[src/dbg_params.svh]
/*
  Widths, field positions and opcodes of the Wishbone debug module.
  The data register layout is fixed at 53 bits and all bursts are 32-bit.
*/
`ifndef DBG_PARAMS_SVH
`define DBG_PARAMS_SVH

// Sizes
`define DBG_DR_WIDTH     53
`define DBG_ADDR_WIDTH   32
`define DBG_DATA_WIDTH   32
`define DBG_COUNT_WIDTH  16
`define DBG_WORD_BYTES   4      // Address step per burst word

// Command fields in the data register
`define DBG_OP_MSB       51
`define DBG_OP_LSB       48
`define DBG_ADDR_MSB     47     // Address runs down to bit 16

// Serial CRC-32, reflected form
`define DBG_CRC_POLY     32'hEDB88320
`define DBG_CRC_INIT     32'hFFFFFFFF

// Opcodes
`define DBG_CMD_BWRITE32 4'd3
`define DBG_CMD_BREAD32  4'd7
`define DBG_CMD_IREG_WR  4'd9
`define DBG_CMD_IREG_SEL 4'd13

`endif

[src/dbg_pkg.sv]
/*
  Enumerated types shared by the debug module.
  Opcode encodings follow the params header.
*/
`default_nettype none

`include "dbg_params.svh"

package dbg_pkg;

  // Burst control states
  typedef enum logic [3:0] {
    st_idle,
    st_rbegin,
    st_rready,
    st_rstatus,
    st_rburst,
    st_rcrc,
    st_wready,
    st_wwait,
    st_wburst,
    st_wcrc,
    st_wmatch
  } dbg_state_e;

  // Module commands, bits 51..48 of the data register
  typedef enum logic [3:0] {
    cmd_bwrite32 = `DBG_CMD_BWRITE32,
    cmd_bread32  = `DBG_CMD_BREAD32,
    cmd_ireg_wr  = `DBG_CMD_IREG_WR,
    cmd_ireg_sel = `DBG_CMD_IREG_SEL
  } dbg_cmd_e;

  // Source of module_tdo_o
  typedef enum logic [1:0] {
    tdo_ready,   // BIU ready, status bit of a read
    tdo_data,    // Output shift register LSB
    tdo_match,   // Write CRC compare result
    tdo_crc      // CRC shifted out after a read
  } tdo_sel_e;

endpackage

`default_nettype wire

[src/dbg_crc32.sv]
/*
  Serial CRC-32, LSB first, reflected polynomial, no final inversion.
  The register doubles as its own output shifter: shift_i moves it out at bit 0.
*/
`timescale 1ns/1ps
`default_nettype none

`include "dbg_params.svh"

module dbg_crc32 (
  input  wire        tck_i,
  input  wire        rst_i,
  input  wire        clr_i,     // Back to init value
  input  wire        en_i,      // Absorb bit_i
  input  wire        shift_i,   // Shift value out, zero fill
  input  wire        bit_i,
  output wire [31:0] crc_o,
  output wire        serial_o
);

  logic [31:0] crc_q;
  logic        fb;       // Feedback bit

  assign fb = crc_q[0] ^ bit_i;

  always_ff @(posedge tck_i or posedge rst_i) begin
    if (rst_i) begin
      crc_q <= `DBG_CRC_INIT;
    end else if (clr_i) begin
      crc_q <= `DBG_CRC_INIT;
    end else if (en_i) begin
      crc_q <= {1'b0, crc_q[31:1]} ^ ({32{fb}} & `DBG_CRC_POLY);
    end else if (shift_i) begin
      crc_q <= {1'b0, crc_q[31:1]};
    end
  end

  assign crc_o    = crc_q;
  assign serial_o = crc_q[0];   // Next bit on tdo during rcrc

endmodule

`default_nettype wire

[src/dbg_wb_biu.sv]
/*
  Wishbone classic master, one 32-bit word per strobe, no sel/cti/bte.
  A strobe that arrives while a cycle is open is ignored; the caller flags it.
  The bus runs on tck_i.
*/
`timescale 1ns/1ps
`default_nettype none

`include "dbg_params.svh"

module dbg_wb_biu (
  input  wire                        tck_i,
  input  wire                        rst_i,
  input  wire                        clr_i,      // Clears sticky error
  input  wire                        strobe_i,   // Latch request, start cycle
  input  wire                        rd_i,       // 1 = read, 0 = write
  input  wire [`DBG_ADDR_WIDTH-1:0]  addr_i,
  input  wire [`DBG_DATA_WIDTH-1:0]  data_i,
  output logic [`DBG_DATA_WIDTH-1:0] data_o,     // Last read data
  output logic                       rdy_o,
  output logic                       err_o,
  output logic [`DBG_ADDR_WIDTH-1:0] wb_adr_o,
  output logic [`DBG_DATA_WIDTH-1:0] wb_dat_o,
  input  wire  [`DBG_DATA_WIDTH-1:0] wb_dat_i,
  output logic                       wb_cyc_o,
  output wire                        wb_stb_o,
  output logic                       wb_we_o,
  input  wire                        wb_ack_i,
  input  wire                        wb_err_i
);

  logic start;   // Request accepted this cycle
  logic done;    // Slave terminated the cycle

  assign start    = strobe_i && !wb_cyc_o;
  assign done     = wb_cyc_o && (wb_ack_i || wb_err_i);
  assign wb_stb_o = wb_cyc_o;   // Single transfer per cycle

  // Request and response payload
  always_ff @(posedge tck_i) begin
    if (start) begin
      wb_adr_o <= addr_i;
      wb_dat_o <= data_i;
    end
    if (wb_cyc_o && wb_ack_i && !wb_we_o) begin
      data_o <= wb_dat_i;   // Read data on ack only
    end
  end

  always_ff @(posedge tck_i or posedge rst_i) begin
    if (rst_i) begin
      wb_cyc_o <= 1'b0;
      wb_we_o  <= 1'b0;
      rdy_o    <= 1'b1;   // Idle BIU reads as ready
      err_o    <= 1'b0;
    end else begin
      if (start) begin
        wb_cyc_o <= 1'b1;
        wb_we_o  <= !rd_i;
        rdy_o    <= 1'b0;
      end else if (done) begin
        wb_cyc_o <= 1'b0;   // Drops the cycle after ack/err
        wb_we_o  <= 1'b0;
        rdy_o    <= 1'b1;
      end
      // New error wins over a clear in the same cycle
      err_o <= (err_o && !clr_i) || (done && wb_err_i);
    end
  end

  // Slave may only terminate an open cycle
  a_resp_in_cycle: assert property (@(posedge tck_i) disable iff (rst_i)
    (wb_ack_i || wb_err_i) |-> wb_cyc_o);

  a_ack_err: assert property (@(posedge tck_i) disable iff (rst_i)
    !(wb_ack_i && wb_err_i));

endmodule

`default_nettype wire

[src/dbg_burst_fsm.sv]
/*
  Command decode and burst control for the debug bus module.
  High-speed only: no per-word status during writes.
  The host is expected to shift continuously inside a burst.
*/
`timescale 1ns/1ps
`default_nettype none

module dbg_burst_fsm (
  input  wire                     tck_i,
  input  wire                     rst_i,
  input  wire                     capture_dr_i,
  input  wire                     shift_dr_i,
  input  wire                     update_dr_i,
  input  wire                     module_select_i,
  input  wire                     dr_top_i,          // Bit 52, 0 = module command
  input  wire dbg_pkg::dbg_cmd_e  opcode_i,
  input  wire                     word_count_zero_i,
  input  wire                     last_word_i,       // Word count is 1
  input  wire                     bit_count_last_i,  // 32nd bit of a word
  input  wire                     bit_count_32_i,
  input  wire                     biu_ready_i,
  output logic                    addr_ld_o,
  output logic                    addr_inc_o,
  output logic                    word_ld_o,
  output logic                    word_dec_o,
  output logic                    bit_clr_o,
  output logic                    bit_inc_o,
  output logic                    out_ld_bus_o,
  output logic                    out_ld_ireg_o,
  output logic                    out_shift_o,
  output logic                    crc_clr_o,
  output logic                    crc_en_o,
  output logic                    crc_in_tdi_o,      // 1 = tdi, 0 = read data
  output logic                    crc_shift_o,
  output logic                    regsel_ld_o,
  output logic                    ireg_wr_o,
  output logic                    err_check_o,
  output logic                    biu_strobe_o,
  output logic                    biu_clr_o,
  output logic                    burst_rd_o,        // BIU direction
  output dbg_pkg::tdo_sel_e       tdo_sel_o,
  output logic                    top_inhibit_o
);

  dbg_pkg::dbg_state_e state_q, state_d;
  logic module_cmd;   // Update is for this module
  logic load_word;    // Read word into output register

  assign module_cmd = module_select_i && !dr_top_i && update_dr_i;

  always_ff @(posedge tck_i or posedge rst_i) begin
    if (rst_i) begin
      state_q <= dbg_pkg::st_idle;
    end else begin
      state_q <= state_d;
    end
  end

  always_comb begin
    state_d       = state_q;
    load_word     = 1'b0;
    addr_ld_o     = 1'b0;
    addr_inc_o    = 1'b0;
    word_ld_o     = 1'b0;
    word_dec_o    = 1'b0;
    bit_clr_o     = 1'b0;
    bit_inc_o     = 1'b0;
    out_ld_bus_o  = 1'b0;
    out_ld_ireg_o = 1'b0;
    out_shift_o   = 1'b0;
    crc_clr_o     = 1'b0;
    crc_en_o      = 1'b0;
    crc_in_tdi_o  = 1'b0;
    crc_shift_o   = 1'b0;
    regsel_ld_o   = 1'b0;
    ireg_wr_o     = 1'b0;
    err_check_o   = 1'b0;
    biu_strobe_o  = 1'b0;
    biu_clr_o     = 1'b0;
    tdo_sel_o     = dbg_pkg::tdo_data;
    unique case (state_q)
      dbg_pkg::st_idle: begin
        // Internal register access stays in idle
        out_ld_ireg_o = module_select_i && capture_dr_i;
        out_shift_o   = module_select_i && shift_dr_i;
        regsel_ld_o   = module_cmd && (opcode_i inside {dbg_pkg::cmd_ireg_sel,
                                                        dbg_pkg::cmd_ireg_wr});
        ireg_wr_o     = module_cmd && (opcode_i == dbg_pkg::cmd_ireg_wr);
        if (module_cmd && (opcode_i inside {dbg_pkg::cmd_bread32,
                                            dbg_pkg::cmd_bwrite32})) begin
          state_d   = (opcode_i == dbg_pkg::cmd_bread32) ? dbg_pkg::st_rbegin
                                                         : dbg_pkg::st_wready;
          addr_ld_o = 1'b1;
          word_ld_o = 1'b1;
          bit_clr_o = 1'b1;
          crc_clr_o = 1'b1;
          biu_clr_o = 1'b1;   // Drop an error left by the previous burst
        end
      end
      dbg_pkg::st_rbegin: begin
        if (word_count_zero_i) begin
          state_d = dbg_pkg::st_idle;   // Empty burst
        end else begin
          state_d      = dbg_pkg::st_rready;
          biu_strobe_o = 1'b1;   // First read
          addr_inc_o   = 1'b1;
        end
      end
      dbg_pkg::st_rready: begin
        if (module_select_i && capture_dr_i) state_d = dbg_pkg::st_rstatus;
      end
      dbg_pkg::st_rstatus: begin
        tdo_sel_o = dbg_pkg::tdo_ready;   // Host polls for a 1
        if (update_dr_i) begin
          state_d = dbg_pkg::st_idle;
        end else if (shift_dr_i && biu_ready_i) begin
          state_d   = dbg_pkg::st_rburst;
          load_word = 1'b1;
        end
      end
      dbg_pkg::st_rburst: begin
        if (update_dr_i) begin
          state_d = dbg_pkg::st_idle;
        end else if (shift_dr_i) begin
          out_shift_o = 1'b1;
          bit_inc_o   = 1'b1;
          crc_en_o    = 1'b1;   // CRC sees the bit on tdo
          if (bit_count_last_i && word_count_zero_i) begin
            state_d = dbg_pkg::st_rcrc;
          end else if (bit_count_last_i) begin
            load_word = 1'b1;
          end
        end
      end
      dbg_pkg::st_rcrc: begin
        tdo_sel_o   = dbg_pkg::tdo_crc;
        crc_shift_o = shift_dr_i;
        if (update_dr_i) state_d = dbg_pkg::st_idle;
      end
      dbg_pkg::st_wready: begin
        if (word_count_zero_i) begin
          state_d = dbg_pkg::st_idle;
        end else if (module_select_i && capture_dr_i) begin
          state_d = dbg_pkg::st_wwait;
        end
      end
      dbg_pkg::st_wwait: begin
        if (update_dr_i) begin
          state_d = dbg_pkg::st_idle;
        end else if (module_select_i && shift_dr_i && dr_top_i) begin
          // Start bit in; tdi already holds data bit 0
          state_d      = dbg_pkg::st_wburst;
          bit_inc_o    = 1'b1;
          word_dec_o   = 1'b1;
          crc_en_o     = 1'b1;
          crc_in_tdi_o = 1'b1;
        end
      end
      dbg_pkg::st_wburst: begin
        if (update_dr_i) begin
          state_d = dbg_pkg::st_idle;   // Host aborted
        end else if (shift_dr_i) begin
          bit_inc_o    = 1'b1;
          crc_en_o     = 1'b1;
          crc_in_tdi_o = 1'b1;
          if (bit_count_last_i) begin
            bit_clr_o    = 1'b1;
            biu_strobe_o = 1'b1;   // Word complete with tdi
            addr_inc_o   = 1'b1;
            err_check_o  = 1'b1;
            word_dec_o   = !word_count_zero_i;
            if (word_count_zero_i) state_d = dbg_pkg::st_wcrc;
          end
        end
      end
      dbg_pkg::st_wcrc: begin
        if (update_dr_i) begin
          state_d = dbg_pkg::st_idle;
        end else if (bit_count_32_i) begin
          state_d   = dbg_pkg::st_wmatch;
          tdo_sel_o = dbg_pkg::tdo_match;   // Host CRC now fully in DR
        end else begin
          bit_inc_o = shift_dr_i;
        end
      end
      dbg_pkg::st_wmatch: begin
        tdo_sel_o   = dbg_pkg::tdo_match;
        err_check_o = update_dr_i;   // Last write has had time to finish
        if (update_dr_i) state_d = dbg_pkg::st_idle;
      end
      default: state_d = dbg_pkg::st_idle;
    endcase
    // Shared word load of a read burst
    if (load_word) begin
      out_ld_bus_o = 1'b1;
      bit_clr_o    = 1'b1;
      word_dec_o   = 1'b1;
      err_check_o  = 1'b1;
      biu_strobe_o = !last_word_i;   // Prefetch next word
      addr_inc_o   = !last_word_i;
    end
  end

  assign top_inhibit_o = state_q inside {dbg_pkg::st_rstatus, dbg_pkg::st_rburst,
                                         dbg_pkg::st_rcrc, dbg_pkg::st_wwait,
                                         dbg_pkg::st_wburst, dbg_pkg::st_wcrc,
                                         dbg_pkg::st_wmatch};
  assign burst_rd_o    = state_q inside {dbg_pkg::st_rbegin, dbg_pkg::st_rready,
                                         dbg_pkg::st_rstatus, dbg_pkg::st_rburst,
                                         dbg_pkg::st_rcrc};

  a_state_legal: assert property (@(posedge tck_i) disable iff (rst_i)
    state_q inside {[dbg_pkg::st_idle:dbg_pkg::st_wmatch]});

endmodule

`default_nettype wire

[src/dbg_wb_datapath.sv]
/*
  Counters, output shifter, error register, CRC and tdo select of the debug module.
  Only register index 0 (bus error) exists; other indices read as zero.
*/
`timescale 1ns/1ps
`default_nettype none

`include "dbg_params.svh"

module dbg_wb_datapath (
  input  wire                         tck_i,
  input  wire                         rst_i,
  input  wire                         tdi_i,
  input  wire  [`DBG_DR_WIDTH-1:0]    dr_i,
  input  wire                         addr_ld_i,
  input  wire                         addr_inc_i,
  input  wire                         word_ld_i,
  input  wire                         word_dec_i,
  input  wire                         bit_clr_i,
  input  wire                         bit_inc_i,
  input  wire                         out_ld_bus_i,
  input  wire                         out_ld_ireg_i,
  input  wire                         out_shift_i,
  input  wire                         crc_clr_i,
  input  wire                         crc_en_i,
  input  wire                         crc_in_tdi_i,
  input  wire                         crc_shift_i,
  input  wire                         regsel_ld_i,
  input  wire                         ireg_wr_i,
  input  wire                         err_check_i,
  input  wire                         biu_strobe_i,
  input  wire dbg_pkg::tdo_sel_e      tdo_sel_i,
  input  wire  [`DBG_DATA_WIDTH-1:0]  biu_data_i,
  input  wire                         biu_ready_i,
  input  wire                         biu_err_i,
  output wire  [`DBG_ADDR_WIDTH-1:0]  addr_o,
  output wire  [`DBG_DATA_WIDTH-1:0]  wdata_o,
  output wire                         word_count_zero_o,
  output wire                         last_word_o,
  output wire                         bit_count_last_o,
  output wire                         bit_count_32_o,
  output logic                        module_tdo_o
);

  logic [`DBG_ADDR_WIDTH-1:0]  addr_q;
  logic [`DBG_COUNT_WIDTH-1:0] word_q;     // Words left
  logic [5:0]                  bit_q;
  logic [`DBG_DATA_WIDTH:0]    out_q;      // 33 bits, fits the error register
  logic [`DBG_ADDR_WIDTH:0]    err_q;      // {address, error bit}
  logic                        regsel_q;
  logic [`DBG_ADDR_WIDTH:0]    ireg_data;
  logic [31:0]                 crc;
  logic                        crc_serial;
  logic                        crc_match;

  //////////////////////////////
  // Counters
  always_ff @(posedge tck_i or posedge rst_i) begin
    if (rst_i) begin
      addr_q <= '0;
      word_q <= '0;
      bit_q  <= '0;
    end else begin
      if (addr_ld_i) addr_q <= dr_i[`DBG_ADDR_MSB -: `DBG_ADDR_WIDTH];
      else if (addr_inc_i) addr_q <= addr_q + `DBG_WORD_BYTES;
      if (word_ld_i) word_q <= dr_i[`DBG_COUNT_WIDTH-1:0];
      else if (word_dec_i) word_q <= word_q - 1'b1;
      if (bit_clr_i) bit_q <= '0;   // Clear wins at a word boundary
      else if (bit_inc_i) bit_q <= bit_q + 6'd1;
    end
  end

  assign word_count_zero_o = (word_q == '0);
  assign last_word_o       = (word_q == `DBG_COUNT_WIDTH'(1));
  assign bit_count_last_o  = (bit_q == 6'd31);
  assign bit_count_32_o    = (bit_q == 6'd32);
  assign addr_o            = addr_q;
  // Last write bit is still on tdi, the other 31 sit at the top of the DR
  assign wdata_o = {tdi_i, dr_i[`DBG_DR_WIDTH-1 -: `DBG_DATA_WIDTH-1]};

  //////////////////////////////
  // Internal registers
  always_ff @(posedge tck_i or posedge rst_i) begin
    if (rst_i) begin
      regsel_q <= 1'b0;
    end else if (regsel_ld_i) begin
      regsel_q <= dr_i[`DBG_ADDR_MSB];
    end
  end

  // Error register keeps the address of the first failing access
  always_ff @(posedge tck_i or posedge rst_i) begin
    if (rst_i) begin
      err_q <= '0;
    end else if (ireg_wr_i && !dr_i[`DBG_ADDR_MSB]) begin
      if (dr_i[`DBG_ADDR_MSB-1]) err_q[0] <= 1'b0;   // Write 1 to clear
    end else if (!err_q[0]) begin
      if (err_check_i && (biu_err_i || (biu_strobe_i && !biu_ready_i))) begin
        err_q[0] <= 1'b1;   // Bus error or overrun
      end else if (biu_strobe_i) begin
        err_q[`DBG_ADDR_WIDTH:1] <= addr_q;
      end
    end
  end

  assign ireg_data = regsel_q ? '0 : err_q;

  // Output shifter, LSB goes to tdo
  always_ff @(posedge tck_i) begin
    if (out_ld_bus_i) out_q <= {1'b0, biu_data_i};
    else if (out_ld_ireg_i) out_q <= ireg_data;
    else if (out_shift_i) out_q <= {1'b0, out_q[`DBG_DATA_WIDTH:1]};
  end

  //////////////////////////////
  // CRC and tdo
  dbg_crc32 crc0 (
    .tck_i    (tck_i),
    .rst_i    (rst_i),
    .clr_i    (crc_clr_i),
    .en_i     (crc_en_i),
    .shift_i  (crc_shift_i),
    .bit_i    (crc_in_tdi_i ? tdi_i : out_q[0]),
    .crc_o    (crc),
    .serial_o (crc_serial)
  );

  assign crc_match = (dr_i[`DBG_DR_WIDTH-1 -: 32] == crc);   // Host CRC, bits 52..21

  always_comb begin
    unique case (tdo_sel_i)
      dbg_pkg::tdo_ready: module_tdo_o = biu_ready_i;
      dbg_pkg::tdo_data:  module_tdo_o = out_q[0];
      dbg_pkg::tdo_match: module_tdo_o = crc_match;
      default:            module_tdo_o = crc_serial;
    endcase
  end

endmodule

`default_nettype wire

[src/dbg_wb_module.sv]
/*
  Debug unit Wishbone module; the TAP and its 53-bit shift register sit outside.
  32-bit bursts only, Wishbone clocked by tck_i.
*/
`timescale 1ns/1ps
`default_nettype none

`include "dbg_params.svh"

module dbg_wb_module (
  input  wire                        tck_i,
  input  wire                        rst_i,
  input  wire                        tdi_i,
  input  wire                        capture_dr_i,
  input  wire                        shift_dr_i,
  input  wire                        update_dr_i,
  input  wire [`DBG_DR_WIDTH-1:0]    data_register_i,
  input  wire                        module_select_i,
  output wire                        module_tdo_o,
  output wire                        top_inhibit_o,
  output wire [`DBG_ADDR_WIDTH-1:0]  wb_adr_o,
  output wire [`DBG_DATA_WIDTH-1:0]  wb_dat_o,
  input  wire [`DBG_DATA_WIDTH-1:0]  wb_dat_i,
  output wire                        wb_cyc_o,
  output wire                        wb_stb_o,
  output wire                        wb_we_o,
  input  wire                        wb_ack_i,
  input  wire                        wb_err_i
);

  // FSM controls
  wire addr_ld, addr_inc, word_ld, word_dec, bit_clr, bit_inc;
  wire out_ld_bus, out_ld_ireg, out_shift;
  wire crc_clr, crc_en, crc_in_tdi, crc_shift;
  wire regsel_ld, ireg_wr, err_check, biu_strobe, biu_clr, biu_rd;
  dbg_pkg::tdo_sel_e tdo_sel;
  // Datapath status
  wire word_count_zero, last_word, bit_count_last, bit_count_32;
  // BIU
  wire [`DBG_ADDR_WIDTH-1:0] biu_addr;
  wire [`DBG_DATA_WIDTH-1:0] biu_wdata, biu_rdata;
  wire biu_ready, biu_err;

  dbg_burst_fsm fsm0 (
    .tck_i (tck_i), .rst_i (rst_i),
    .capture_dr_i (capture_dr_i), .shift_dr_i (shift_dr_i),
    .update_dr_i (update_dr_i), .module_select_i (module_select_i),
    .dr_top_i (data_register_i[`DBG_DR_WIDTH-1]),
    .opcode_i (dbg_pkg::dbg_cmd_e'(data_register_i[`DBG_OP_MSB:`DBG_OP_LSB])),
    .word_count_zero_i (word_count_zero), .last_word_i (last_word),
    .bit_count_last_i (bit_count_last), .bit_count_32_i (bit_count_32),
    .biu_ready_i (biu_ready),
    .addr_ld_o (addr_ld), .addr_inc_o (addr_inc),
    .word_ld_o (word_ld), .word_dec_o (word_dec),
    .bit_clr_o (bit_clr), .bit_inc_o (bit_inc),
    .out_ld_bus_o (out_ld_bus), .out_ld_ireg_o (out_ld_ireg), .out_shift_o (out_shift),
    .crc_clr_o (crc_clr), .crc_en_o (crc_en),
    .crc_in_tdi_o (crc_in_tdi), .crc_shift_o (crc_shift),
    .regsel_ld_o (regsel_ld), .ireg_wr_o (ireg_wr), .err_check_o (err_check),
    .biu_strobe_o (biu_strobe), .biu_clr_o (biu_clr), .burst_rd_o (biu_rd),
    .tdo_sel_o (tdo_sel), .top_inhibit_o (top_inhibit_o)
  );

  dbg_wb_datapath dp0 (
    .tck_i (tck_i), .rst_i (rst_i), .tdi_i (tdi_i), .dr_i (data_register_i),
    .addr_ld_i (addr_ld), .addr_inc_i (addr_inc),
    .word_ld_i (word_ld), .word_dec_i (word_dec),
    .bit_clr_i (bit_clr), .bit_inc_i (bit_inc),
    .out_ld_bus_i (out_ld_bus), .out_ld_ireg_i (out_ld_ireg), .out_shift_i (out_shift),
    .crc_clr_i (crc_clr), .crc_en_i (crc_en),
    .crc_in_tdi_i (crc_in_tdi), .crc_shift_i (crc_shift),
    .regsel_ld_i (regsel_ld), .ireg_wr_i (ireg_wr), .err_check_i (err_check),
    .biu_strobe_i (biu_strobe), .tdo_sel_i (tdo_sel),
    .biu_data_i (biu_rdata), .biu_ready_i (biu_ready), .biu_err_i (biu_err),
    .addr_o (biu_addr), .wdata_o (biu_wdata),
    .word_count_zero_o (word_count_zero), .last_word_o (last_word),
    .bit_count_last_o (bit_count_last), .bit_count_32_o (bit_count_32),
    .module_tdo_o (module_tdo_o)
  );

  dbg_wb_biu biu0 (
    .tck_i (tck_i), .rst_i (rst_i), .clr_i (biu_clr), .strobe_i (biu_strobe),
    .rd_i (biu_rd), .addr_i (biu_addr), .data_i (biu_wdata),
    .data_o (biu_rdata), .rdy_o (biu_ready), .err_o (biu_err),
    .wb_adr_o (wb_adr_o), .wb_dat_o (wb_dat_o), .wb_dat_i (wb_dat_i),
    .wb_cyc_o (wb_cyc_o), .wb_stb_o (wb_stb_o), .wb_we_o (wb_we_o),
    .wb_ack_i (wb_ack_i), .wb_err_i (wb_err_i)
  );

endmodule

`default_nettype wire

[config.mk]
export PLATFORM = sky130hd
export DESIGN_NAME = dbg_wb_module
export DESIGN_NICKNAME = d
export VERILOG_FILES = /design/src/dbg_pkg.sv /design/src/dbg_crc32.sv /design/src/dbg_wb_biu.sv /design/src/dbg_burst_fsm.sv /design/src/dbg_wb_datapath.sv /design/src/dbg_wb_module.sv
export VERILOG_INCLUDE_DIRS = /design/src
export SDC_FILE = /design/constraint.sdc
export NUM_CORES = 1
export LEC_CHECK = 0
export CAP_MARGIN = 20
export CORE_MARGIN = 10
export CORE_UTILIZATION = 65
export DETAILED_ROUTE_END_ITERATION = 8
export DONT_BUFFER_PORTS = 1
export GPL_ROUTABILITY_DRIVEN = 1
export PLACE_DENSITY = 0.85
export SYNTH_ARGS = -nofsm -noshare
export SYNTH_HDL_FRONTEND = slang
export SYNTH_SLANG_ARGS = --single-unit
[constraint.sdc]
create_clock -name tck_i -period 10.05 [get_ports tck_i]
set_input_delay 0.5025 -clock tck_i [delete_from_list [all_inputs] [get_ports tck_i]]
set_output_delay 0.5025 -clock tck_i [all_outputs]
set_load 0.005 [all_outputs]
==> results.txt, run 1 <==
Post-CTS Hold Buffers -> 0
Clock-pin slew on the worst setup and hold paths -> 60 ps
Pleak -> 0.00487 uW
Drt first pass iters -> 5
Drc violations -> 0
Largest net degree at the start of global routing -> 82
Flop-to-flop setup slack -> 5840 ps
Setup Buffers After CTS -> 0
Design Area, Final -> 0.0131 mm2
Die W -> 156 um
Top-level port count -> 163
Drt via density -> 6.45
Total number of vias -> 8311
Post-Syn Nets -> 1161
Final TNS setup -> 0 ps
CTS resizes -> 0
Nets -> 1138
H-tree depth -> 1
Starting density of the core -> 66.4%
Library cells used by synthesis -> 69
Area grow syn2layout -> 9.44%
DP Area -> 0.0121 mm2
Fin crit share -> 41.9%
DR iter-0 viols -> 771
Final ANT Viol Nets -> 0
Max stage delay cell, worst path -> nor2_4
Final min period -> 4210 ps
Dpl hpwl -> 18.9 mm
Die H -> 156 um
Syn_area_per_cell -> 11.3 um2
Critical path, cell by cell -> inv_1 > ha_1 > or4b_1 > nor4_4 > o31ai_4 > buf_4 > mux2i_4 > buf_4 > nor2_4 > buf_4
CP Data Arrival Time -> 4370 ps
Final hold viol count -> 0
Clk Latency, worst-skew pair -> 530 ps
Most common cell on crit path -> buf_4
Worst hold slack -> 27.3 ps
Pwr/cell area -> 274 mW/mm2
Initial antenna violation count -> 0
Setup WS pre-CTS -> 5870 ps
Startpoint types -> flop
Synthesized instance count -> 1062
Number of global-route vias before repair -> 7877
Worst slew pin tran -> 964 ps
RR Startpoint -> dp0.word_q[1]$_DFFE_PP0P_
Asr flop ratio synth -> 49.8%
Status -> complete, no violations
Slew headroom -> 35.5%
Mapped cell area -> 0.0120 mm2
Critical Path Fanout Max -> 73
Synthesis-stage register bit count -> 257
Worst path top cell family by delay -> simple AND/OR/NAND/NOR gates
Grt ovf -> 0
Crit. End Element -> flop
Max Cap Violations -> 0
Core Area -> 0.0181 mm2
Routability cong. -> 0.901
Worst path bufs/invs -> 4
Die Area -> 0.0243 mm2
FP Rows -> 49
Post-synth top flop -> edfxtp_1
Seq/Total Area, Yosys -> 59.2%
Max Fclk -> 238 MHz
Clock root cell -> clkbuf_16
Total CTS buffers -> 26
Final Max Slew Viols -> 0
Clk_skew -> 8.96 ps
Clk buf depth -> 3
Number of synthesis warnings -> 0
Buffers on Ports -> 0
Mean routed wirelength per cell -> 21.5 um
RSZ-0062 raised after global routing -> no
Layout cell share with drive strength beyond 1 -> 11.7%
Final WS setup -> 5840 ps
Final setup fails -> 0
Clk sinks -> 257
Worst path required time -> 10210 ps
Post-synth EDFFs -> 128
Antenna diode count -> 0
First-pass GRT wire length -> 43.2 mm
Critical path type -> reg2reg
Peak VDD IR -> 0.187 mV
R2r worst-path depth -> 10
Total global-route track usage -> 22.1%
Final WL -> 27.7 mm
CTS tree -> yes
R2r endpoint -> biu0.wb_adr_o[1]$_DFFE_PP_
Peak per-stage delay on the critical path -> 610 ps
Hold Path Class -> in2async
-- through the flow --
stage               total power (uW)  cells  utilization [%]
global route                    3780   1288             72.6
detailed placement              2560   1236             67.0
global placement                2520   1236             67.0
CTS                             3580   1284             72.2
finish                          3590   1288             72.6
floorplan                       2330   1062                -
-- how the worst max path moves through the flow --
stage / from / end / slack (ps) / cells after the start
2_1_floorplan: dp0.word_q[0]$_DFFE_PP0P_ / biu0.wb_adr_o[0]$_DFFE_PP_ / 4760 / 9
3_3_place_gp: dp0.word_q[0]$_DFFE_PP0P_ / biu0.wb_adr_o[5]$_DFFE_PP_ / 5940 / 10
3_5_place_dp: dp0.word_q[1]$_DFFE_PP0P_ / biu0.wb_adr_o[5]$_DFFE_PP_ / 5870 / 10
4_1_cts: dp0.word_q[1]$_DFFE_PP0P_ / biu0.wb_adr_o[5]$_DFFE_PP_ / 5840 / 10
5_1_grt: fsm0.state_q[2]$_DFFE_PP0P_ / biu0.wb_adr_o[5]$_DFFE_PP_ / 5500 / 8
6_report: dp0.word_q[1]$_DFFE_PP0P_ / biu0.wb_adr_o[1]$_DFFE_PP_ / 5840 / 10
-- routing by layer --
layer / global-route usage [%] / up-vias / share of wire, %
met5: 0 / - / 0
met4: 8.00 / 0 / 3.6
met3: 5.32 / 66 / 9.6
met2: 33.5 / 408 / 45
met1: 30.5 / 3970 / 42
li1: - / 3867 / -
-- final cells by class --
type,instances,area [um2]
clock buffer,40,841
clock inverter,8,93.8
fill,1139,4950
inverter,17,66.3
multi-input combinational,723,4590
sequential,257,7110
tap,229,287
timing repair buffer,14,148
-- cell usage after synthesis, types with 3 or more instances --
cell / number / share of area [%]
edfxtp_1: 128 / 32
nor2_1: 111 / 3.5
dfrtp_1: 95 / 20
a21oi_1: 80 / 3.3
o21ai_0: 70 / 2.9
nand2_1: 66 / 2.1
clkbuf_1: 52 / 1.6
xor2_1: 51 / 3.7
nor3b_1: 38 / 2.4
dfstp_2: 33 / 7.2
mux2_1: 30 / 2.8
nand3_1: 26 / 1.1
nor3_1: 26 / 1.1
a31oi_1: 22 / 1.1
inv_1: 17 / 0.53
or3_1: 17 / 0.89
mux2i_1: 14 / 1.2
nor4_1: 14 / 0.73
a221o_1: 13 / 1.1
nand4_1: 13 / 0.68
mux2_2: 12 / 1.1
nand2b_1: 11 / 0.57
and3_1: 9 / 0.47
or4_1: 8 / 0.50
buf_4: 6 / 0.38
o211ai_1: 6 / 0.38
o31ai_1: 6 / 0.38
a211oi_1: 5 / 0.31
and2_1: 5 / 0.26
buf_2: 5 / 0.21
ha_1: 5 / 0.52
nor2b_1: 5 / 0.26
a22o_1: 3 / 0.22
and4_1: 3 / 0.22
nand4b_1: 3 / 0.22
or2_2: 3 / 0.16
xnor2_1: 3 / 0.22
-- cell usage in the layout, fill, tap and decap left out, drive strengths merged, types with 3 or more instances in the layout --
cell type,instances
inv,17
a211oi,5
nor3,28
nor2,111
edfxtp,128
o21ai,72
or2,3
buf,13
clkbuf,41
xnor2,3
a31oi,22
a221o,13
nand3,26
mux2,42
dfstp,33
o31ai,7
nor4,15
nand2,66
nor2b,5
clkinv,6
and4,3
mux2i,14
dfrtp,95
ha,5
a21oi,80
or4,9
o21bai,3
or3,17
xor2,51
and2,5
o211ai,6
nand4b,3
nand2b,11
a22o,3
nand4,13
and3,9
nor3b,39
-- report_power, final --
group	leakage [uW]	switching, uW	internal [uW]
clock network	0.000468	390	627
registers	0.00267	254	1460
logic	0.00173	501	365
-- sequential cells by signal (all words and copies together), names as in the netlist --
register	flops
biu0.data_o	32
dp0.word_q	16
fsm0.state_q	4
biu0.wb_dat_o	32
biu0.wb_adr_o	32
dp0.regsel_q	1
dp0.bit_q	6
dp0.out_q	33
dp0.addr_o	32
biu0.wb_we_o	1
dp0.err_q	33
biu0.rdy_o	1
biu0.wb_cyc_o	1
biu0.err_o	1
dp0.crc0.crc_o	32
-- kinds of logic (layout without fill, tap and decap cells) --
logic type               after synthesis  after routing  synth area share [%]
multiplexers                          56             56                  5.11
buffers and inverters                 82             79                  2.80
adder cells (fa/ha/maj)                5              5                 0.521
flip-flops                           257            257                  59.2
AO/OA/AOI/OAI                        238            238                  12.3
AND/OR/NAND/NOR                      370            370                  16.1
XOR/XNOR                              54             54                  3.94
(Power assumes the default switching activity.)
==> run 2, diff against run 1 <==
CORE_UTILIZATION = 64   (was 65)
PLACE_DENSITY = 0.84   (was 0.85)
clock period = 4.3 ns   (was 10.05 ns; I/O delays follow)
==> run 2 against run 1 <==
Final area up 6.6%; die area rose by 1.4%; non-clock buffer count rose by 96; clock skew up 1.7 ps; utilization rose by 2.7 points; clock power rose by 120%; worst setup slack worse by 4900 ps; sequential share of layout area decreased by 3.4 points; critical path depth did not move; routed wire length grew 12%; count of clock-buffer cells in the layout is 1 higher.
==> results.txt, run 2 (synthesis results as in run 1) <==
Status -> complete, no violations
Critical Path Fanout Max -> 36 (-51%)
Pwr/cell area -> 600 mW/mm2 (+120%)
Worst path required time -> 4720 ps (-5490 ps)
DR iter-0 viols -> 981 (+27%)
Pwr Total -> 8400 uW (+130%)
Sequential Power Share -> 47.7% (about the same)
Final hold viol count -> 0 (unchanged)
Grt ovf -> 0 (unchanged)
Die Area -> 0.0246 mm2 (+1.4%)
Crit. End Element -> flop
Max Fclk -> 300 MHz (+26%)
Clk sinks -> 257 (unchanged)
Slew headroom -> 30.9% (-4.6 points)
Drt via density -> 6.41 (-0.59%)
Die W -> 157 um (+0.68%)
CP Data Arrival Time -> 3750 ps (-620 ps)
Setup Buffers After CTS -> 0 (unchanged)
Top-level port count -> 163 (unchanged)
Initial antenna violation count -> 0 (unchanged)
Hold Path Sink -> dp0.word_q[1]$_DFFE_PP0P_
Largest net degree at the start of global routing -> 73 (-11%)
Total global-route track usage -> 25.2% (+3.1 points)
Logic pwr share -> 25.0% (+0.9 points)
Hold Path Class -> in2reg
Number of global-route vias before repair -> 8632 (+9.6%)
Switching pwr -> 2730 uW (+140%)
Multi-input gate area -> 0.00459 mm2 (unchanged)
Mean routed wirelength per cell -> 22.3 um (+3.9%)
Register area -> 0.00711 mm2 (unchanged)
RSZ-0062 raised after global routing -> no
Peak per-stage delay on the critical path -> 520 ps (-90 ps)
Peak VDD IR -> 0.390 mV (+110%)
Total CTS buffers -> 27 (+3.8%)
Starting density of the core -> 64.6% (-1.8 points)
Pleak -> 0.00522 uW (+7.1%)
WHS Path Cells -> 4
Most frequent cells in the layout -> edfxtp_1, nor2_1, dfrtp_1
Die H -> 157 um (+0.68%)
Layout cell share with drive strength beyond 1 -> 10.5% (-1.3 points)
FP Rows -> 50 (+2.0%)
Drc violations -> 0 (unchanged)
Dpl hpwl -> 19.4 mm (+2.6%)
# fillers -> 1120 (-1.7%)
Largest registers -> dp0.err_q x33, dp0.out_q x33
R2r endpoint -> dp0.addr_o[23]$_DFFE_PP0P_
Final Max Slew Viols -> 0 (unchanged)
Startpoint types -> flop
Worst path bufs/invs -> 3 (-1)
Critical path type -> reg2reg
Int Pwr -> 5670 uW (+130%)
Routability cong. -> 0.869 (-3.6%)
Min-delay src -> data_register_i[1]
RR Startpoint -> dp0.word_q[0]$_DFFE_PP0P_
First-pass GRT wire length -> 49.2 mm (+14%)
Max stage delay cell, worst path -> or4b_1
Most common cell on crit path -> buf_4
Clk_skew -> 10.7 ps (+1.73 ps)
H-tree depth -> 1 (unchanged)
Fin util -> 75.4% (+2.7 points)
Clk buf depth -> 3 (unchanged)
Commonest non-fill, non-tap cell in the layout -> edfxtp_1
Final TNS setup -> 0 ps (unchanged)
Total number of vias -> 8923 (+7.4%)
Nets -> 1235 (+8.5%)
Clock-pin slew on the worst setup and hold paths -> 60 ps (about the same)
CTS resizes -> 0 (unchanged)
Critical path, cell by cell -> inv_1 > ha_1 > or4b_1 > nor4_4 > o21ai_0 > mux2i_4 > buf_4 > buf_4 > mux2i_1 > a221o_1
R2r worst-path depth -> 10 (unchanged)
Final WL -> 31.1 mm (+12%)
Worst slew pin tran -> 1040 ps (+71.5 ps)
Flop-to-flop setup slack -> 970 ps (-4870 ps)
Clock root cell -> clkbuf_16
Post-CTS Hold Buffers -> 91 (+91)
Antenna diode count -> 0 (unchanged)
Switching portion of total power -> 32.5% (+0.64 points)
Area grow syn2layout -> 16.7%
Worst path top cell family by delay -> simple AND/OR/NAND/NOR gates
Final min period -> 3330 ps (-878 ps)
Fin crit share -> 77.5% (+36 points)
CTS tree -> yes
Final ANT Viol Nets -> 0 (unchanged)
Drt first pass iters -> 5 (unchanged)
Core Area -> 0.0186 mm2 (+2.7%)
Max Cap Violations -> 0 (unchanged)
Buffers on Ports -> 0 (unchanged)
Clk Latency, worst-skew pair -> 530 ps (about the same)
Power share of the clock group -> 27.2% (-1.1 points)
Final setup fails -> 0 (unchanged)
==> run 2: cell count changes in the layout (fill, tap and decap cells not counted), sizes merged <==
cell         delta
dlygate4sd3    +91
inv             +1
buf             +6
clkinvlp        +1
clkinv          -1
==> run 2: layout make-up <==
class	instances	share of cell area, %
Multi-Input combinational cell	723	32.8
Clock inverter	9	0.733
Sequential cell	257	50.8
Timing Repair Buffer	110	7.67
Inverter	17	0.474
Clock buffer	41	5.50
Tap cell	234	2.09
==> run 2: power groups by stage <==
stage | clock network, uW | registers (uW) | logic [uW]
3_3_place_gp | 0 | 4010 | 1860
2_1_floorplan | 0 | 3800 | 1650
5_1_grt | 2410 | 4090 | 2340
4_1_cts | 2310 | 4010 | 2040
3_5_place_dp | 0 | 4040 | 1940
6_report | 2290 | 4010 | 2100
==> run 2: per-layer routing <==
metal  routed length [um]  track usage (%)  share of wire, %  vias to the layer above
li1                     -                -                 -                     4067
met1                12600             34.2                41                     4338
met2                14400             39.5                46                      458
met3                 3380             6.77                11                       60
met4                  714             6.11               2.3                        0
met5                    0                0                 0                        -
==> run 2: worst max path at each step <==
stage | startpoint | endpoint | slack (ps) | cells after the start
floorplan | dp0.word_q[0]$_DFFE_PP0P_ | biu0.wb_adr_o[0]$_DFFE_PP_ | 100 | 9
global placement | dp0.word_q[0]$_DFFE_PP0P_ | dp0.addr_o[23]$_DFFE_PP0P_ | 1140 | 10
detailed placement | dp0.word_q[0]$_DFFE_PP0P_ | dp0.addr_o[15]$_DFFE_PP0P_ | 970 | 10
CTS | dp0.word_q[0]$_DFFE_PP0P_ | dp0.addr_o[15]$_DFFE_PP0P_ | 970 | 10
global route | dp0.word_q[1]$_DFFE_PP0P_ | dp0.addr_o[23]$_DFFE_PP0P_ | 760 | 10
finish | dp0.word_q[0]$_DFFE_PP0P_ | dp0.addr_o[23]$_DFFE_PP0P_ | 970 | 10
==> run 2: metrics by stage <==
stage	cell area [um2]	worst slack, ps	hold WS (ps)	instances
floorplan	12000	100	314	1062
global placement	12200	1140	226	1249
detailed placement	12200	975	227	1249
CTS	14000	971	4.94	1390
global route	14000	760	12.7	1391
finish	14000	968	15.0	1391
==> run 2: worst reg2reg max path, cell delays in order, from the launching register on <==
cell     delay (ps)
dfrtp_1         420
inv_1           100
ha_1            200
or4b_1          520
nor4_4          360
o21ai_0         240
mux2i_4         190
buf_4           400
buf_4           350
mux2i_1         110
a221o_1         320
==> run 3, diff against run 2 <==
ABC_AREA = 1   (was not set)
clock period = 3.17 ns   (was 4.3 ns; I/O delays follow)
==> run 3 against run 2 <==
Synthesized cell count is 20% higher; critical path depth is 1 higher; final area is 2.7% higher; routed wire length is 14% higher; critical path type unchanged; largest power group unchanged.
==> results.txt, run 3 <==
Status -> complete, no violations
Die Area -> 0.0249 mm2 (+1.1%)
Post-synth top flop -> edfxtp_1
Critical Path End -> dp0.word_q[2]$_DFFE_PP0P_
Sequential Power Share -> 44.9% (-2.8 points)
Max Cap Violations -> 0 (unchanged)
Asr flop ratio synth -> 49.8% (unchanged)
Peak VDD IR -> 0.547 mV (+40%)
Mean routed wirelength per cell -> 21.8 um (-2.2%)
Most frequent cells in the layout -> nand2_1, edfxtp_1, inv_1
FP Rows -> 50 (unchanged)
Total CTS buffers -> 28 (+3.7%)
Setup WS pre-CTS -> 351 ps (-624 ps)
Critical Path Fanout Max -> 22 (-39%)
Clk buf depth -> 3 (unchanged)
RR Startpoint -> dp0.word_q[0]$_DFFE_PP0P_
Max Fclk -> 343 MHz (+14%)
H-tree depth -> 1 (unchanged)
Final WL -> 35.4 mm (+14%)
Flop-to-flop setup slack -> 260 ps (-710 ps)
Worst slew pin tran -> 1060 ps (+21.4 ps)
Post-synth EDFFs -> 128 (unchanged)
Final hold viol count -> 0 (unchanged)
Worst path required time -> 3550 ps (-1170 ps)
Mapped cell area -> 0.0121 mm2 (+1.2%)
Pleak -> 0.00617 uW (+18%)
Routability cong. -> 0.902 (+3.9%)
Final Non-Filler Cells -> 1618 (+16%)
R2r endpoint -> dp0.word_q[2]$_DFFE_PP0P_
Switching pwr -> 3970 uW (+46%)
Clk sinks -> 257 (unchanged)
Synthesis-stage register bit count -> 257 (unchanged)
Commonest non-fill, non-tap cell in the layout -> nand2_1
Number of synthesis warnings -> 0 (unchanged)
Starting density of the core -> 64.9% (+0.34 points)
Multi-input gate area -> 0.00431 mm2 (-6.1%)
# fillers -> 1193 (+6.5%)
Crit. End Element -> flop
Number of global-route vias before repair -> 10032 (+16%)
Hold Path Class -> in2reg
Synthesized instance count -> 1275 (+20%)
Post-CTS Hold Buffers -> 92 (+1.1%)
Total global-route track usage -> 28.6% (+3.5 points)
Critical path, cell by cell -> inv_1 > ha_1 > nand2_2 > nor2_4 > nand2_4 > nand3_2 > nand2_2 > nor2_1 > inv_1 > nor2_1 > a31oi_1
Total number of vias -> 10054 (+13%)
Slew headroom -> 29.4% (-1.5 points)
Largest net degree at the start of global routing -> 129 (+77%)
Top-level port count -> 163 (unchanged)
Dpl hpwl -> 21.9 mm (+13%)
Die W -> 158 um (+0.53%)
Seq/Total Area, Yosys -> 58.5% (-0.71 points)
CTS resizes -> 0 (unchanged)
Clock root cell -> clkbuf_16
Clk Latency, worst-skew pair -> 540 ps (about the same)
Post-Syn Nets -> 1374 (+18%)
Final Max Slew Viols -> 0 (unchanged)
Grt ovf -> 0 (unchanged)
Power share of the clock group -> 31.5% (+4.3 points)
Cells after DPL -> 1474 (+18%)
Switching portion of total power -> 32.9% (+0.45 points)
Clk_skew -> 8.15 ps (-2.55 ps)
Syn_area_per_cell -> 9.53 um2 (-16%)
Fin crit share -> 91.9% (+14 points)
RSZ-0062 raised after global routing -> no
Final TNS setup -> 0 ps (unchanged)
Peak per-stage delay on the critical path -> 530 ps (about the same)
First-pass GRT wire length -> 56.3 mm (+15%)
Core Area -> 0.0187 mm2 (+0.67%)
Final ANT Viol Nets -> 0 (unchanged)
Layout cell share with drive strength beyond 1 -> 10.9% (+0.45 points)
Pwr/cell area -> 838 mW/mm2 (+40%)
Area grow syn2layout -> 18.4%
Logic pwr share -> 23.6% (-1.4 points)
Final min period -> 2910 ps (-418 ps)
CTS tree -> yes
Largest registers -> dp0.err_q x33, dp0.out_q x33
Drt via density -> 6.21 (-3.1%)
Drt first pass iters -> 6 (+1)
Clock-pin slew on the worst setup and hold paths -> 60 ps (about the same)
Synth area leader -> edfxtp_1
Worst Setup SP -> dp0.word_q[0]$_DFFE_PP0P_
Synth cell count leaders -> nand2_1, edfxtp_1, inv_1
Most numerous cell in the Yosys netlist -> nand2_1
Max stage delay cell, worst path -> nor2_1
Library cells used by synthesis -> 51 (-26%)
Final setup fails -> 0 (unchanged)
Critical path type -> reg2reg
Setup Buffers After CTS -> 0 (unchanged)
DR iter-0 viols -> 1057 (+7.7%)
Synth top area share -> 31.6% (-0.38 points)
Antenna diode count -> 0 (unchanged)
Startpoint types -> flop
Int Pwr -> 8080 uW (+43%)
Register area -> 0.00711 mm2 (unchanged)
Buffers on Ports -> 0 (unchanged)
Nets -> 1461 (+18%)
Final WS setup -> 255 ps (-712 ps)
Initial antenna violation count -> 0 (unchanged)
Die H -> 158 um (+0.53%)
Most area-consuming cells after synthesis -> edfxtp_1, dfrtp_1, nand2_1
Drc violations -> 0 (unchanged)
R2r worst-path depth -> 11 (+1)
CP Data Arrival Time -> 3300 ps (-450 ps)
[run 3: changes by cell type in the layout (fill, tap and decap cells not counted), moves of 18 or more]
cell     change
a31oi_1     +18
a21oi_1     -68
nand2_1    +262
mux2_1      -30
xnor2_1     +25
nor3b_1     -38
xor2_1      -25
inv_1       +89
o21ai_0     -36
nand3_1     +59
nand4_1     +55
[run 3: how the worst min path moves through the flow]
stage / startpoint / end / slack, ps / cells past startpoint
2_1_floorplan: wb_dat_i[0] / biu0.data_o[0]$_DFFE_PP_ / 260 / 0
3_3_place_gp: wb_dat_i[27] / biu0.data_o[27]$_DFFE_PP_ / 260 / 0
3_5_place_dp: wb_dat_i[26] / biu0.data_o[26]$_DFFE_PP_ / 260 / 0
4_1_cts: update_dr_i / dp0.err_q[3]$_DFFE_PP0P_ / 30 / 5
5_1_grt: update_dr_i / dp0.err_q[1]$_DFFE_PP0P_ / 80 / 5
6_report: update_dr_i / dp0.err_q[2]$_DFFE_PP0P_ / 50 / 5
[run 3: power groups by stage]
| stage | clock network [uW] | registers [uW] | logic (uW) |
|---|---|---|---|
| global placement | 0 | 5400 | 2550 |
| global route | 3950 | 5500 | 3180 |
| floorplan | 0 | 5170 | 2060 |
| finish | 3790 | 5420 | 2840 |
| detailed placement | 0 | 5430 | 2630 |
| CTS | 3810 | 5390 | 2780 |
[run 3: kinds of logic after synthesis]
kind of cell               Yosys count  synth area share [%]
DFF                                257                  58.5
AOI/OAI and AO/OA                  144                  7.70
buffers and inverters              181                  6.12
adders and majority gates            5                 0.515
xor gates and xnor gates            54                  3.89
and+or+nand+nor                    634                  23.3
[run 3: per-layer routing]
layer	up-vias	global-route usage [%]	part of all wire [%]	routed length, um
met2	553	47.5	49	17400
met1	4912	37.5	38	13500
met4	0	6.50	2.3	828
li1	4523	-	-	-
met3	66	6.68	10	3710
met5	-	0	0	0
[run 3: layout make-up]
cell class / count / share of cell area (%)
sequential: 257 / 49.4
clock buffer: 32 / 5.05
tap: 234 / 2.04
timing repair buffer: 114 / 7.73
inverter: 124 / 3.26
multi-input combinational: 837 / 30.0
clock inverter: 20 / 2.52
[run 3: per-stage QoR]
step | area, um2 | hold WS [ps] | power [uW] | util, %
floorplan | 12200 | 257 | 7230 | -
global placement | 12400 | 257 | 7950 | 66.1
detailed placement | 12400 | 257 | 8060 | 66.1
CTS | 14400 | 29.2 | 12000 | 76.9
global route | 14400 | 77.3 | 12600 | 76.9
finish | 14400 | 50.3 | 12100 | 76.9
[run 3: worst max-delay path: cells and delay by family, from the launching register on]
family,cells,cell delay (ps)
buffers and inverters,2,620
flip-flops,1,400
AO/OA/AOI/OAI,1,70
adder cells (fa/ha/maj),1,240
AND/OR/NAND/NOR,7,1400
